$ cat src/include/risc_defs.svh
// core widths and depths; RISC_MEM_WORDS must equal 2**RISC_AW and RISC_XLEN is RISC_DLEN + 2
`ifndef RISC_DEFS_SVH
`define RISC_DEFS_SVH

// register width
// data word plus carry in bit 32 and overflow in bit 33
`define RISC_XLEN       34

// data and memory word
`define RISC_DLEN       32

// shared memory address and depth
`define RISC_AW         8
`define RISC_MEM_WORDS  256

// register file
`define RISC_RAW        5
`define RISC_NREGS      32

`endif

$ cat src/verilog/risc_pkg.sv
// core types; opcodes overlap between classes so they are constants and not an enum
`default_nettype none
`include "risc_defs.svh"

package risc_pkg;

    // instruction type field, bits 31:30
    typedef enum logic [1:0] {
        cls_movement = 2'b00,
        cls_flowctrl = 2'b01,
        cls_logic    = 2'b10,
        cls_arith    = 2'b11
    } ins_class_t;

    // opcode field, bits 29:27, read together with the class
    typedef logic [2:0] opc_t;
    localparam opc_t load   = 3'b000;
    localparam opc_t loadi  = 3'b001;
    localparam opc_t store  = 3'b010;
    localparam opc_t mov    = 3'b100;
    localparam opc_t nop    = 3'b111;
    localparam opc_t or_op  = 3'b000;
    localparam opc_t inv_op = 3'b001;
    localparam opc_t and_op = 3'b010;
    localparam opc_t add_op = 3'b000;
    localparam opc_t sub_op = 3'b001;

    typedef enum logic [2:0] {
        alu_add,
        alu_sub,
        alu_or,
        alu_and,
        alu_inv
    } alu_op_t;

    // execute operand source for RB and RC
    typedef enum logic [1:0] {
        fwd_none,
        fwd_mem,
        fwd_wb
    } fwd_sel_t;

    // which peer owns the memory this cycle
    typedef enum logic [1:0] {
        own_none,
        own_host,
        own_data,
        own_fetch
    } mem_owner_t;

    typedef struct packed {
        logic [`RISC_RAW-1:0]  ra;
        logic [`RISC_RAW-1:0]  rb;
        logic [`RISC_RAW-1:0]  rc;
        alu_op_t               alu_op;
        logic                  writes_reg;
        logic                  is_load;
        logic                  is_store;
        logic                  use_imm;
        logic                  use_imm_rc;
        // loadi only, alu A operand forced to zero
        logic                  zero_a;
        // already sign extended from imm or imm_rc
        logic [`RISC_DLEN-1:0] imm;
    } decoded_t;

    // all zero is a bubble that writes nothing
    localparam decoded_t dec_nop = '0;
    localparam logic [`RISC_DLEN-1:0] nop_word = {2'b00, 3'b111, 27'd0};

endpackage

`default_nettype wire

$ cat src/verilog/mem_port_if.sv
// one client per instance; gnt is combinational and rdata follows a granted read by one cycle
`default_nettype none
`include "risc_defs.svh"

interface mem_port_if;

    // client holds req until it sees gnt in the same cycle
    logic                   req;
    logic                   we;
    logic [`RISC_AW-1:0]    addr;
    logic [`RISC_DLEN-1:0]  wdata;

    // back from the arbiter
    logic                   gnt;
    logic [`RISC_DLEN-1:0]  rdata;

    modport client (output req, we, addr, wdata, input gnt, rdata);
    modport arbiter (input req, we, addr, wdata, output gnt, rdata);

endinterface

`default_nettype wire

$ cat src/verilog/fetch_unit.sv
// presents a NOP whenever no new word arrived; pc restarts at 0 while i_run is low
`default_nettype none
`include "risc_defs.svh"

module fetch_unit
    import risc_pkg::*;
(
    input  wire                         clk,
    input  wire                         rst_n,
    input  wire                         i_run,
    input  wire                         i_stall,
    mem_port_if.client                  fetch_port,
    output logic [`RISC_DLEN-1:0]       o_instr
);

    logic [`RISC_AW-1:0]    pc_q;
    logic                   got_q;
    logic                   hold_vld_q;
    logic [`RISC_DLEN-1:0]  hold_q;

    // no request during a stall so pc stays put
    assign fetch_port.req   = i_run && !i_stall;
    assign fetch_port.we    = 1'b0;
    assign fetch_port.addr  = pc_q;
    assign fetch_port.wdata = '0;

    // held word first, then a fresh read, else bubble
    always_comb begin
        if (hold_vld_q) begin
            o_instr = hold_q;
        end else if (got_q) begin
            o_instr = fetch_port.rdata;
        end else begin
            o_instr = nop_word;
        end
    end

    always_ff @(posedge clk) begin
        if (!rst_n || !i_run) begin
            pc_q       <= '0;
            got_q      <= 1'b0;
            hold_vld_q <= 1'b0;
        end else begin
            if (fetch_port.req && fetch_port.gnt) begin
                pc_q <= pc_q + 1'b1;
            end
            got_q      <= fetch_port.req && fetch_port.gnt;
            hold_vld_q <= i_stall;
        end
    end

    // decode word replayed the cycle after a stall
    always_ff @(posedge clk) begin
        if (i_stall) begin
            hold_q <= o_instr;
        end
    end

    // no grant reaches a stalled fetch
    assert property (@(posedge clk) disable iff (!rst_n || !i_run)
        i_stall |-> !fetch_port.gnt);

endmodule

`default_nettype wire

$ cat src/flat_wrapper.sv
// flat-port wrapper written by rule: the top's interface ports become plain ports
module fetch_unit_flat import risc_pkg::*;
  (clk, rst_n, i_run, i_stall, o_instr, fetch_port_req, fetch_port_we, fetch_port_addr, fetch_port_wdata, fetch_port_gnt, fetch_port_rdata);
  mem_port_if fetch_port_i ();
  input  wire clk;
  input  wire rst_n;
  input  wire i_run;
  input  wire i_stall;
  output logic [`RISC_DLEN-1:0] o_instr;
  output wire logic [$bits(fetch_port_i.req)-1:0] fetch_port_req;
  output wire logic [$bits(fetch_port_i.we)-1:0] fetch_port_we;
  output wire logic [$bits(fetch_port_i.addr)-1:0] fetch_port_addr;
  output wire logic [$bits(fetch_port_i.wdata)-1:0] fetch_port_wdata;
  input wire logic [$bits(fetch_port_i.gnt)-1:0] fetch_port_gnt;
  input wire logic [$bits(fetch_port_i.rdata)-1:0] fetch_port_rdata;
  assign fetch_port_req = fetch_port_i.req;
  assign fetch_port_we = fetch_port_i.we;
  assign fetch_port_addr = fetch_port_i.addr;
  assign fetch_port_wdata = fetch_port_i.wdata;
  assign fetch_port_i.gnt = fetch_port_gnt;
  assign fetch_port_i.rdata = fetch_port_rdata;
  fetch_unit u_core (.clk(clk), .rst_n(rst_n), .i_run(i_run), .i_stall(i_stall), .fetch_port(fetch_port_i), .o_instr(o_instr));
endmodule
$ cat config.mk
export PLATFORM = sky130hd
export DESIGN_NAME = fetch_unit_flat
export DESIGN_NICKNAME = d
export VERILOG_FILES = /design/src/verilog/risc_pkg.sv /design/src/verilog/mem_port_if.sv /design/src/verilog/fetch_unit.sv /design/src/flat_wrapper.sv
export VERILOG_INCLUDE_DIRS = /design/src /design/src/include
export SDC_FILE = /design/constraint.sdc
export NUM_CORES = 1
export LEC_CHECK = 0
export BUFFER_PORTS_ARGS = -buffer_cell sky130_fd_sc_hd__clkbuf_2
export CORE_MARGIN = 5
export CORE_UTILIZATION = 44
export DETAILED_ROUTE_END_ITERATION = 6
export GPL_ROUTABILITY_DRIVEN = 0
export PLACE_DENSITY = 0.8
export REMOVE_ABC_BUFFERS = 1
export SLEW_MARGIN = 10
export SYNTH_ARGS = -nofsm -noshare
export SYNTH_HDL_FRONTEND = slang
export SYNTH_SLANG_ARGS = --single-unit
$ cat constraint.sdc
create_clock -name clk -period 1.5 [get_ports clk]
set_input_delay 0 -clock clk [delete_from_list [all_inputs] [get_ports clk]]
set_output_delay 0 -clock clk [all_outputs]
set_load 0.03 [all_outputs]
==> impl_results.md <==
* Core Area at 4354 sq um
* Reg2Reg Depth at 4
* CTS tree: yes
* Clk_skew at 5.252 ps
* Mean Syn Cell Area at 12.39 sq um
* Grt total ovfl at 0
* Placed Instance Area at 2300 sq um
* Routed wire length per instance at 15.34 microns
* Port Buffer Count at 77
* RSZ-0062 raised after global routing: false
* Crit Path Max Fanout at 17
* Minimum clock period at 1442 ps
* Maximum root-to-sink buffer count at 2
* DRT Pass-1 Iters at 4
* Post-synth top area cell: edfxtp_1
* Mapped Cells at 160
* Final WS setup at 58.17 ps
* Worst skew pair latency at 280 ps
* Final Power at 2.529 mW
* Min Hold Slack at 30.12 ps
* Final hold viol count at 0
* Final core utilization at 58.25%
* Worst-path cell chain: bufbuf_16 > o21ai_0 > clkbuf_2
* Reg clk slew, reported paths at 80 ps
* Buf/Inv on CP at 2
* Endpoints failing setup at 0
* Layout filler cell count at 378
* CP required at 1500 ps
* Io pins at 111
* Worst hold path depth at 2
* Max_cap viols at 0
* HP Class: in -> reg
* Slowest stage delay, CP at 380 ps
* Vias at 1495
* CTS Sinks at 42
* Crit Path Category: reg -> out
* Die Footprint at 5947 sq um
* Nets@finish at 284
* Sequential fraction of the synthesis area at 58.59%
* Crit path depth at 3
* Largest net degree at the start of global routing at 35
* DP Wirelength at 3.139 mm
* Leak Pwr at 1.177 nW
* First-pass GRT wire length at 7.120 mm
* Slew Viols, Final at 0
* Row cnt at 24
* DRC errors left at 0
* CP top delay family: buffers and inverters
* WP data arrival at 1440 ps
* Die H at 77.12 microns
* ANT nets after route at 0
* Number of global-route vias before repair at 1492
* ANT cells at 0
* Maximum VDD drop at 0.0004519 V
* TritonCTS Buffers at 5
* Initial antenna violation count at 0
* Initial Util at 45.52%
* Total wire length at 4.587 mm
* Synth top area share at 48.48%
* Fin crit share at 96.12%
* CP Capture Type: primary output
* PD cells at 997.1 nW/um^2
* Max stage delay cell, worst path: dfxtp_4
* CP startpoint kind: flop
* Die Wd at 77.12 microns
* Layout cells sized above 1 at 39.68%
* Place WS at -226.6 ps
* Avg Vias per Cell at 5.000
* CTS H-tree depth at 2
* CTS root buffer: clkbuf_8
* Register area at 1165 sq um
* Global-route usage over all layers at 14.77%
* Area Overhead vs Synth at 27.97%
* Post-synth cell types at 25
* Final Instance Area at 2536 sq um
* Status: finished, final reports clean
* Multi-input gate area at 684.4 sq um
* Synth Cell Area at 1982 sq um
* Syn. warnings at 0
* Max Fclk at 693.6 MHz
* DR iter-0 viols at 113
* Top cells by area, synth: edfxtp_1 48%, buf_4 13%, a22o_1 12%, dfxtp_1 10%, a21oi_1 2.0%
* Synth Register Bits at 42
-- timing repair --
action,CTS,global route
setup endpoints to repair,59,3
gates resized for setup,8,10
cloned,2,0
endpoints found under the hold margin,2,0
hold buffers,1,0
buffers inserted,4,0
-- Yosys cell counts, drive strengths merged --
library cell,number
dfxtp,10
nand3,2
or4,3
ha,1
nand2,5
nor2b,2
or3,2
and3,2
a22o,28
nand2b,1
nand4b,2
conb,1
clkbuf,4
nand4,1
o31ai,3
xor2,2
buf,36
a21oi,8
mux2i,1
nor2,6
inv,4
edfxtp,32
nand3b,1
o21ai,3
-- final timing paths --
| path | startpoint | to | slack, ps |
|---|---|---|---|
| setup / recovery | u_core.hold_vld_q$_SDFF_PP0_ | o_instr[30] | 60 |
| hold / removal | fetch_port_rdata[13] | u_core.hold_q[13]$_DFFE_PP_ | 30 |
| setup reg to reg | u_core.fetch_port.addr[0]$_SDFFE_PP0P_ | u_core.fetch_port.addr[6]$_SDFFE_PP0P_ | 120 |
| hold reg to reg | u_core.fetch_port.addr[5]$_SDFFE_PP0P_ | u_core.fetch_port.addr[5]$_SDFFE_PP0P_ | 510 |
-- final cells by class --
cell class | count | share of cell area (%)
timing repair buffer | 86 | 19.73
sequential | 42 | 45.93
tap | 52 | 2.565
clock buffer | 7 | 3.009
inverter | 4 | 0.5920
clock inverter | 1 | 1.184
multi-input combinational | 107 | 26.99
-- per-layer routing --
| metal | GRT usage (%) | vias up | routed length [microns] |
|---|---|---|---|
| met3 | 5.621 | 7 | 500 |
| li1 | - | 703 | - |
| met5 | 0 | - | 0 |
| met1 | 16.95 | 708 | 1726 |
| met4 | 3.436 | 0 | 65 |
| met2 | 25.89 | 77 | 2294 |
-- where the power goes --
group	total [mW]	internal, mW	switching (mW)
Combinational	0.367	0.103	0.264
Sequential	1.31	1.30	0.0174
Clock	0.848	0.498	0.350
-- layout by cell type (no fill, tap or decap), drive strengths merged, types with 4 or more instances in the layout --
cell / Yosys / final
conb: 1 / 33
a21oi: 8 / 8
a22o: 28 / 28
buf: 36 / 10
edfxtp: 32 / 32
dfxtp: 10 / 10
nor2: 6 / 6
inv: 4 / 4
nand2: 5 / 5
clkbuf: 4 / 81
-- per-stage QoR --
stage                     instances  TNS (ps)
final                           299         0
after global routing            299         0
after CTS                       299         0
after detailed placement        284     -9521
after global placement          284     -6418
after floorplan                 152    -39480
-- logic make-up (layout without fill, tap and decap cells) --
kind of cell / Yosys count / after routing / synth area share (%)
AO/OA/AOI/OAI: 42 / 42 / 16.29
XOR/XNOR: 2 / 2 / 0.8840
AND/OR/NAND/NOR: 27 / 28 / 8.144
flip-flops: 42 / 42 / 58.59
adder cells (fa/ha/maj): 1 / 1 / 0.6312
buffers and inverters: 44 / 98 / 14.77
multiplexers: 1 / 1 / 0.5051
other: 1 / 33 / 0.1892
-- state kept, by name (all words and copies together), names as in the netlist --
signal,flops
u_core.fetch_port.addr,8
u_core.got_q,1
u_core.hold_q,32
u_core.hold_vld_q,1
No activity file was read; power rests on OpenSTA's default activity.
